$ cat src/efpga_pkg.sv
/*
  efpga test block package
  bus widths and types, register map, bus FSM states and fixed values
*/
`default_nettype none

package efpga_pkg;

  localparam int BUS_ADDR_W  = 20;
  localparam int BUS_DATA_W  = 32;
  localparam int TCDM_ADDR_W = 20;
  localparam int BE_W        = 4;
  localparam int EVENT_W     = 16;

  typedef logic [BUS_ADDR_W-1:0]  bus_addr_t;
  typedef logic [BUS_DATA_W-1:0]  bus_data_t;
  typedef logic [TCDM_ADDR_W-1:0] tcdm_addr_t;
  typedef logic [BE_W-1:0]        be_t;

  typedef enum logic [1:0] {
    BUS_IDLE,
    BUS_WRITE,
    BUS_READ,
    BUS_READ_WAIT
  } bus_state_e;

  typedef enum logic [BUS_ADDR_W-1:0] {
    REG_TCDM_CFG  = 20'h00000,
    REG_PAD_OUT0  = 20'h00040,
    REG_PAD_OUT1  = 20'h00044,
    REG_PAD_OUT2  = 20'h00048,
    REG_PAD_OE0   = 20'h00050,
    REG_PAD_OE1   = 20'h00054,
    REG_PAD_OE2   = 20'h00058,
    REG_PAD_IN0   = 20'h00060,
    REG_PAD_IN1   = 20'h00064,
    REG_PAD_IN2   = 20'h00068,
    REG_EVENTS    = 20'h0006C,
    REG_TCDM_DATA = 20'h00080,
    REG_ID        = 20'h00800
  } reg_addr_e;

  localparam logic [11:0] DELAY_REGION = 12'h009; // addr 19:8 of the 0x9XX window
  localparam bus_data_t   ID_VALUE     = 32'hCA11EF3A;

endpackage

`default_nettype wire
$ cat src/efpga_test_top.sv
/*
  efpga register-bus test block, top level
  connects bus FSM, read delay timer, pad/event registers and TCDM port
*/
`default_nettype none

module efpga_test_top #(
  parameter int IO_WIDTH = 80
) (
  input  logic                          CLK,
  input  logic                          rst_n,
  input  logic                          lint_req,
  input  logic                          lint_wen,
  input  efpga_pkg::bus_addr_t          lint_addr,
  input  efpga_pkg::bus_data_t          lint_wdata,
  input  efpga_pkg::be_t                lint_be, // all kept registers take full words
  output logic                          lint_gnt,
  output logic                          lint_valid,
  output efpga_pkg::bus_data_t          lint_rdata,
  input  logic [IO_WIDTH-1:0]           fpgaio_in,
  output logic [IO_WIDTH-1:0]           fpgaio_out,
  output logic [IO_WIDTH-1:0]           fpgaio_oe,
  output logic [efpga_pkg::EVENT_W-1:0] events_o,
  input  logic                          tcdm_gnt,
  input  logic                          tcdm_fmo,
  input  logic                          tcdm_valid,
  input  efpga_pkg::bus_data_t          tcdm_rdata,
  output logic                          tcdm_req,
  output logic                          tcdm_wen,
  output efpga_pkg::tcdm_addr_t         tcdm_addr,
  output efpga_pkg::be_t                tcdm_be,
  output efpga_pkg::bus_data_t          tcdm_wdata
);

  logic                 wr_stb;
  logic                 rd_stb;
  logic                 delay_done;
  efpga_pkg::bus_data_t tcdm_cfg_word;
  efpga_pkg::bus_data_t tcdm_result;

  lint_bus_fsm i_lint_bus_fsm (
    .CLK        (CLK),
    .rst_n      (rst_n),
    .lint_req   (lint_req),
    .lint_wen   (lint_wen),
    .delay_done (delay_done),
    .lint_gnt   (lint_gnt),
    .lint_valid (lint_valid),
    .wr_stb     (wr_stb),
    .rd_stb     (rd_stb)
  );

  read_delay_timer i_read_delay_timer (
    .CLK        (CLK),
    .rst_n      (rst_n),
    .rd_stb     (rd_stb),
    .lint_addr  (lint_addr),
    .delay_done (delay_done)
  );

  pad_event_regs #(
    .IO_WIDTH (IO_WIDTH)
  ) i_pad_event_regs (
    .CLK           (CLK),
    .rst_n         (rst_n),
    .wr_stb        (wr_stb),
    .rd_stb        (rd_stb),
    .lint_addr     (lint_addr),
    .lint_wdata    (lint_wdata),
    .fpgaio_in     (fpgaio_in),
    .tcdm_cfg_word (tcdm_cfg_word),
    .tcdm_result   (tcdm_result),
    .fpgaio_out    (fpgaio_out),
    .fpgaio_oe     (fpgaio_oe),
    .events_o      (events_o),
    .lint_rdata    (lint_rdata)
  );

  tcdm_port i_tcdm_port (
    .CLK           (CLK),
    .rst_n         (rst_n),
    .wr_stb        (wr_stb),
    .lint_addr     (lint_addr),
    .lint_wdata    (lint_wdata),
    .tcdm_gnt      (tcdm_gnt),
    .tcdm_fmo      (tcdm_fmo),
    .tcdm_valid    (tcdm_valid),
    .tcdm_rdata    (tcdm_rdata),
    .tcdm_req      (tcdm_req),
    .tcdm_addr     (tcdm_addr),
    .tcdm_wen      (tcdm_wen),
    .tcdm_be       (tcdm_be),
    .tcdm_wdata    (tcdm_wdata),
    .tcdm_cfg_word (tcdm_cfg_word),
    .tcdm_result   (tcdm_result)
  );

endmodule

`default_nettype wire

$ cat src/tcdm_port.sv
/*
  single-word TCDM master
  configuration register, request held until a clean grant, result capture
*/
`default_nettype none

module tcdm_port (
  input  logic                  CLK,
  input  logic                  rst_n,
  input  logic                  wr_stb,
  input  efpga_pkg::bus_addr_t  lint_addr,
  input  efpga_pkg::bus_data_t  lint_wdata,
  input  logic                  tcdm_gnt,
  input  logic                  tcdm_fmo,
  input  logic                  tcdm_valid,
  input  efpga_pkg::bus_data_t  tcdm_rdata,
  output logic                  tcdm_req,
  output efpga_pkg::tcdm_addr_t tcdm_addr,
  output logic                  tcdm_wen,
  output efpga_pkg::be_t        tcdm_be,
  output efpga_pkg::bus_data_t  tcdm_wdata,
  output efpga_pkg::bus_data_t  tcdm_cfg_word,
  output efpga_pkg::bus_data_t  tcdm_result
);

  logic cfg_wr;
  logic data_wr;

  assign cfg_wr  = wr_stb & (lint_addr == efpga_pkg::REG_TCDM_CFG);
  assign data_wr = wr_stb & (lint_addr == efpga_pkg::REG_TCDM_DATA);

  // same layout the host writes
  assign tcdm_cfg_word = {tcdm_wen, 7'b0, ~tcdm_be, tcdm_addr};

  always_ff @(posedge CLK) begin
    if (!rst_n) begin
      tcdm_addr <= '0;
      tcdm_wen  <= 1'b0;
      tcdm_be   <= '0;
    end else if (cfg_wr) begin
      tcdm_addr <= lint_wdata[19:0];
      tcdm_wen  <= lint_wdata[31];
      tcdm_be   <= ~lint_wdata[23:20]; // stored inverted
    end
  end

  always_ff @(posedge CLK) begin
    if (!rst_n) begin
      tcdm_req   <= 1'b0;
      tcdm_wdata <= '0;
    end else begin
      if (tcdm_gnt & ~tcdm_fmo)
        tcdm_req <= 1'b0; // fmo grant keeps the request up
      if (data_wr) begin
        tcdm_wdata <= lint_wdata;
        tcdm_req   <= 1'b1; // new trigger wins
      end
    end
  end

  always_ff @(posedge CLK) begin
    if (!rst_n)
      tcdm_result <= '0;
    else if (tcdm_valid)
      tcdm_result <= tcdm_rdata;
  end

endmodule

`default_nettype wire

$ cat src/pad_event_regs.sv
/*
  pad and event registers
  pad output / output-enable and event registers, plus the read-back
  multiplexer feeding the registered bus read data
*/
`default_nettype none

module pad_event_regs #(
  parameter int IO_WIDTH = 80
) (
  input  logic                          CLK,
  input  logic                          rst_n,
  input  logic                          wr_stb,
  input  logic                          rd_stb,
  input  efpga_pkg::bus_addr_t          lint_addr,
  input  efpga_pkg::bus_data_t          lint_wdata,
  input  logic [IO_WIDTH-1:0]           fpgaio_in,
  input  efpga_pkg::bus_data_t          tcdm_cfg_word,
  input  efpga_pkg::bus_data_t          tcdm_result,
  output logic [IO_WIDTH-1:0]           fpgaio_out,
  output logic [IO_WIDTH-1:0]           fpgaio_oe,
  output logic [efpga_pkg::EVENT_W-1:0] events_o,
  output efpga_pkg::bus_data_t          lint_rdata
);

  localparam int PAD_EXT_W = 96; // three bus words of pads

  logic [PAD_EXT_W-1:0] out_ext, oe_ext, in_ext;
  efpga_pkg::bus_data_t rd_mux;

  // pads zero-extended to three words
  assign out_ext = PAD_EXT_W'(fpgaio_out);
  assign oe_ext  = PAD_EXT_W'(fpgaio_oe);
  assign in_ext  = PAD_EXT_W'(fpgaio_in);

  function automatic logic [IO_WIDTH-1:0] put_word(input logic [PAD_EXT_W-1:0] cur,
                                                   input int unsigned idx,
                                                   input efpga_pkg::bus_data_t w);
    logic [PAD_EXT_W-1:0] tmp;
    tmp = cur;
    tmp[idx*32 +: 32] = w;
    return tmp[IO_WIDTH-1:0]; // bits beyond the pad count drop off
  endfunction

  always_ff @(posedge CLK) begin
    if (!rst_n) begin
      fpgaio_out <= '0;
      fpgaio_oe  <= '0;
      events_o   <= '0;
    end else if (wr_stb) begin
      case (lint_addr)
        efpga_pkg::REG_PAD_OUT0: fpgaio_out <= put_word(out_ext, 0, lint_wdata);
        efpga_pkg::REG_PAD_OUT1: fpgaio_out <= put_word(out_ext, 1, lint_wdata);
        efpga_pkg::REG_PAD_OUT2: fpgaio_out <= put_word(out_ext, 2, lint_wdata);
        efpga_pkg::REG_PAD_OE0:  fpgaio_oe  <= put_word(oe_ext, 0, lint_wdata);
        efpga_pkg::REG_PAD_OE1:  fpgaio_oe  <= put_word(oe_ext, 1, lint_wdata);
        efpga_pkg::REG_PAD_OE2:  fpgaio_oe  <= put_word(oe_ext, 2, lint_wdata);
        efpga_pkg::REG_EVENTS:   events_o   <= lint_wdata[efpga_pkg::EVENT_W-1:0];
        default: ;
      endcase
    end
  end

  always_comb begin
    case (lint_addr)
      efpga_pkg::REG_TCDM_CFG:  rd_mux = tcdm_cfg_word;
      efpga_pkg::REG_PAD_OUT0:  rd_mux = out_ext[31:0];
      efpga_pkg::REG_PAD_OUT1:  rd_mux = out_ext[63:32];
      efpga_pkg::REG_PAD_OUT2:  rd_mux = out_ext[95:64];
      efpga_pkg::REG_PAD_OE0:   rd_mux = oe_ext[31:0];
      efpga_pkg::REG_PAD_OE1:   rd_mux = oe_ext[63:32];
      efpga_pkg::REG_PAD_OE2:   rd_mux = oe_ext[95:64];
      efpga_pkg::REG_PAD_IN0:   rd_mux = in_ext[31:0];
      efpga_pkg::REG_PAD_IN1:   rd_mux = in_ext[63:32];
      efpga_pkg::REG_PAD_IN2:   rd_mux = in_ext[95:64];
      efpga_pkg::REG_EVENTS:    rd_mux = 32'(events_o);
      efpga_pkg::REG_TCDM_DATA: rd_mux = tcdm_result;
      efpga_pkg::REG_ID:        rd_mux = efpga_pkg::ID_VALUE;
      default: begin
        if (lint_addr[19:8] == efpga_pkg::DELAY_REGION)
          rd_mux = {12'h000, lint_addr}; // echo of the window address
        else
          rd_mux = '0;
      end
    endcase
  end

  always_ff @(posedge CLK) begin
    if (!rst_n)
      lint_rdata <= '0;
    else if (rd_stb)
      lint_rdata <= rd_mux;
  end

endmodule

`default_nettype wire

$ cat src/read_delay_timer.sv
/*
  read delay timer
  stretches reads in the 0x9XX window by the address low byte
*/
`default_nettype none

module read_delay_timer (
  input  logic                 CLK,
  input  logic                 rst_n,
  input  logic                 rd_stb,
  input  efpga_pkg::bus_addr_t lint_addr,
  output logic                 delay_done
);

  logic [7:0] count;
  logic       in_window;

  assign in_window  = (lint_addr[19:8] == efpga_pkg::DELAY_REGION);
  assign delay_done = (count == 8'd0);

  always_ff @(posedge CLK) begin
    if (!rst_n) begin
      count <= 8'd0;
    end else if (rd_stb) begin
      count <= in_window ? lint_addr[7:0] : 8'd0;
    end else if (count != 8'd0) begin
      count <= count - 8'd1;
    end
  end

endmodule

`default_nettype wire

$ cat src/lint_bus_fsm.sv
/*
  register bus slave FSM
  accepts a request on the rising edge of lint_req, sequences grant and
  valid, and issues one-cycle write and read strobes to the data blocks
*/
`default_nettype none

module lint_bus_fsm (
  input  logic CLK,
  input  logic rst_n,
  input  logic lint_req,
  input  logic lint_wen,
  input  logic delay_done,
  output logic lint_gnt,
  output logic lint_valid,
  output logic wr_stb,
  output logic rd_stb
);

  efpga_pkg::bus_state_e state;
  logic                  req_q;
  logic                  req_rise;

  // new request only when not still granting the last one
  assign req_rise = lint_req & ~req_q & ~lint_gnt;

  assign wr_stb = (state == efpga_pkg::BUS_WRITE);
  assign rd_stb = (state == efpga_pkg::BUS_READ);

  always_ff @(posedge CLK) begin
    if (!rst_n) begin
      state      <= efpga_pkg::BUS_IDLE;
      req_q      <= 1'b0;
      lint_gnt   <= 1'b0;
      lint_valid <= 1'b0;
    end else begin
      req_q      <= lint_req;
      lint_valid <= lint_gnt; // valid trails grant by one cycle
      case (state)
        efpga_pkg::BUS_IDLE: begin
          lint_gnt <= 1'b0;
          if (req_rise) begin
            if (!lint_wen) begin // low wen is a write
              lint_gnt <= 1'b1;
              state    <= efpga_pkg::BUS_WRITE;
            end else begin
              state <= efpga_pkg::BUS_READ;
            end
          end
        end
        efpga_pkg::BUS_WRITE: begin
          lint_gnt <= 1'b0; // register updates at this edge
          state    <= efpga_pkg::BUS_IDLE;
        end
        efpga_pkg::BUS_READ: begin
          state <= efpga_pkg::BUS_READ_WAIT; // rdata and delay load here
        end
        efpga_pkg::BUS_READ_WAIT: begin
          if (delay_done) begin
            lint_gnt <= 1'b1;
            state    <= efpga_pkg::BUS_IDLE;
          end
        end
        default: begin
          lint_gnt <= 1'b0;
          state    <= efpga_pkg::BUS_IDLE;
        end
      endcase
    end
  end

endmodule

`default_nettype wire

$ cat config.mk
export PLATFORM = sky130hd
export DESIGN_NAME = efpga_test_top
export DESIGN_NICKNAME = d
export VERILOG_FILES = /design/src/efpga_pkg.sv /design/src/efpga_test_top.sv /design/src/tcdm_port.sv /design/src/pad_event_regs.sv /design/src/read_delay_timer.sv /design/src/lint_bus_fsm.sv
export SDC_FILE = /design/constraint.sdc
export NUM_CORES = 1
export LEC_CHECK = 0
export BUFFER_PORTS_ARGS = -buffer_cell sky130_fd_sc_hd__buf_2
export CAP_MARGIN = 10
export CELL_PAD_IN_SITES_DETAIL_PLACEMENT = 0
export CELL_PAD_IN_SITES_GLOBAL_PLACEMENT = 1
export CORE_UTILIZATION = 34
export DETAILED_ROUTE_END_ITERATION = 8
export MAX_ROUTING_LAYER = met4
export PLACE_DENSITY = 0.85
export SETUP_SLACK_MARGIN = 0.2
export SLEW_MARGIN = 5
export SYNTH_ARGS = -nofsm -noshare
export SYNTH_HDL_FRONTEND = slang
export SYNTH_HIERARCHICAL = 1
export SYNTH_SLANG_ARGS = --single-unit
$ cat constraint.sdc
create_clock -name CLK -period 2.5 [get_ports CLK]
set_input_delay 0.5 -clock CLK [delete_from_list [all_inputs] [get_ports CLK]]
set_output_delay 0.5 -clock CLK [all_outputs]
set_load 0.03 [all_outputs]
==> flow_metrics.tcl <==
set metrics [dict create \
    post-place-ws_ns -0.247 \
    switching_share_pct 26.7 \
    synthCells 1758 \
    ios 443 \
    tightest_slew_ns 1.31 \
    cp_slowest_cell "or4_4" \
    cts_tree "yes" \
    p_comb_share_pct 10.8 \
    r2r_start "i_lint_bus_fsm/state[1]" \
    clock_sinks 311 \
    syn2layout_area_growth_pct 35.8 \
    cts_made_buffers 38 \
    finalNonFillerCells 2902 \
    synth_area_per_cell_um2 8.43 \
    grt_pass1_wl_um 111000 \
    slew_headroom_pct 12.4 \
    rsz0062_at_grt "false" \
    grt_pass1_vias 15235 \
    p_per_area_nw_per_um2 597 \
    worst_ep_required_time_ns 2.97 \
    fill_cells 4288 \
    worstPathCellList "buf_2 -> or4_4 -> nor3_2 -> buf_4 -> and3_1 -> a2111oi_0 -> and3_1 -> nor3_1" \
    clockPowerShare_pct 46.3 \
    cts_resized 0 \
    grt.overflow.total 0 \
    timing.critical_path.from "lint_addr[15]" \
    hold_class "primary input to flip-flop" \
    sequentialPowerShare_pct 42.8 \
    fin_skew_ns 0.0210 \
    status "complete, no violations" \
    cp_common_cell "and3_1" \
    hpwl_um 60700 \
    drive_above_1_share_pct 33.2 \
    wire_per_inst_um 27.7 \
    vias 16552 \
    crit_end "i_pad_event_regs/lint_rdata[31]" \
    regArea_um2 6230 \
    ir_drop_mv 0.480 \
    clock.fmax_mhz 443 \
    dieArea_um2 44400 \
    route.detailed.drc 0 \
    ff2ff_setup_slack_ns 0.33 \
    nNetsFinal 2460 \
    critPathKind "primary input to flip-flop" \
    clockRootBuffer "clkbuf_16" \
    antenna_found_initial 5 \
    synth_edf_count 0 \
    arrival_ns 2.72 \
    slew_violations 0 \
    totalWireLength_um 80400 \
    drt_iter0_drc 1863 \
    rows 76 \
    cts.path.max_buffers 3 \
    worst_setup_path_start_kind "primary input" \
    worst_path_largest_cell_delay_ns 0.64 \
    ys_ff_latch 311 \
    final_util_pct 46.8 \
    core_um2 43000 \
    end_kind "flip-flop" \
    path_max_fanout 6 \
    worst_slack_ns 0.242 \
    holdBufCountCts 0 \
    multi_input_area_um2 7720 \
    finalSetupViolations 0 \
    p_int_mw 8.80 \
    htree_num_levels 2 \
    ys_seq_area_share_pct 42.0 \
    p_sw_mw 3.21 \
    dp_cells 2826 \
    drv_cap 0 \
    gp_congestion 1.02 \
    initial_core_util_pct 34.5 \
    grt_usage_pct 35.9 \
    synth_top_flop_cell "dfxtp_1" \
    timing.final.crit_period_ns 2.26 \
    holdWs_ns 0.187 \
    drtAntennaViolNets 0 \
    grt_max_degree 140 \
    rr_worst_depth 4 \
    firstDrtPassIters 6 \
    cts.clk_slew.worst_paths_ns 0.06 \
    port_buffers 438 \
    die_h_um 211 \
    clock_latency_ns 0.57 \
    async_reset_ff_share_pct 0 \
    ys_warn_count 6 \
    leakagePower_nw 8.39 \
    synth.distinct_cells 76 \
    synth.cell_area_um2 14800 \
    fin_setup_tns_ns 0 \
    die_w_um 211 \
    fin_crit_sh_pct 90.3 \
    stdcell_area_um2 20100 \
    power_mw 12.0 \
    place_area_um2 18800 \
    hold_viol 0 \
    vias_per_cell 5.70 \
    r2r-end "i_pad_event_regs/lint_rdata[26]" \
]
-- per-layer routing --
layer	share of wire, %	global-route usage, %
met1	42	47.5
met2	45	54.1
met3	8.7	6.10
met4	4.2	15.1
met5	0	-
-- timing repair --
item	in CTS	in global routing
setup buffers	0	3
setup endpoints to repair	0	2
endpoints found under the hold margin	0	0
-- worst min-delay path by stage --
stage / start / to / depth (start not counted)
floorplan: i_tcdm_port/tcdm_result[12] / i_tcdm_port/tcdm_result[12] / 2
global placement: i_pad_event_regs/fpgaio_oe[48] / i_pad_event_regs/fpgaio_oe[48] / 2
detailed placement: i_pad_event_regs/fpgaio_out[73] / i_pad_event_regs/fpgaio_out[73] / 2
CTS: lint_wen / i_lint_bus_fsm/state[1] / 3
global route: lint_wen / i_lint_bus_fsm/state[1] / 3
finish: lint_wen / i_lint_bus_fsm/state[1] / 3
-- area by class of cell --
class / instances / share of cell area (%)
Antenna cell: 4 / 0.0498
Clock buffer: 52 / 5.49
Clock inverter: 17 / 0.746
Inverter: 10 / 0.199
Multi-Input combinational cell: 1272 / 38.4
Sequential cell: 311 / 30.9
Tap cell: 585 / 3.64
Timing Repair Buffer: 651 / 20.5
-- power by group through the flow --
stage	clock [mW]	combinational (mW)	sequential (mW)
finish	5.57	1.30	5.14
global route	5.81	1.37	5.16
CTS	5.63	1.28	5.14
detailed placement	0	1.27	5.25
global placement	0	1.25	5.24
floorplan	0	0.669	5.23
-- placed cells by master (no fill, tap or decap), drive strengths merged, types with 43 or more instances in the layout --
cell type / instances
a21boi: 97
a21oi: 156
a22oi: 43
buf: 651
clkbuf: 52
dfxtp: 311
mux2i: 66
nand2: 388
nand4: 44
nor2: 45
o21ai: 72
-- critical path: cells and delay by family --
| kind | cells | cell delay [ns] |
|---|---|---|
| compound gates | 1 | 0.07 |
| buf+inv | 2 | 0.37 |
| simple gates | 5 | 1.79 |
-- state kept, by name (all words and copies together), names as in the netlist, 8 cells and up --
register,count
i_pad_event_regs/fpgaio_oe,80
i_pad_event_regs/fpgaio_out,80
i_pad_event_regs/lint_rdata,32
i_tcdm_port/tcdm_result,32
i_tcdm_port/tcdm_wdata,32
i_tcdm_port/tcdm_addr,20
i_pad_event_regs/events_o,16
i_read_delay_timer/count,8
-- synth_stat cells, types with 11 or more instances --
library cell  instances  area, um^2
nand2_1             387        1450
dfxtp_1             311        6230
a21oi_1             155         776
clkbuf_1             72         270
o21ai_0              71         355
mux2i_1              66         661
a21boi_0             64         480
buf_2                56         280
a22oi_1              43         323
nand4_1              43         269
nor2_1               43         161
nor2b_1              41         257
buf_4                34         255
a21boi_1             33         248
a22o_1               31         272
and3_1               27         169
nor3_1               24         120
a221oi_1             22         193
nand4b_1             22         193
nand3_1              21         105
a211oi_1             17         128
o22ai_1              11        68.8
-- cells by family (layout without fill, tap and decap cells) --
group                      Yosys count  in the layout  synth area share, %
buffers and inverters              181            730                 6.22
xor gates and xnor gates             2              2                0.118
adders and majority gates            1              1               0.0844
AOI/OAI and AO/OA                  504            504                 22.6
muxes                               73             73                 5.07
other                                1             11               0.0253
DFF                                311            311                 42.0
and+or+nand+nor                    685            685                 23.9
No activity file was read; power rests on OpenSTA's default activity.
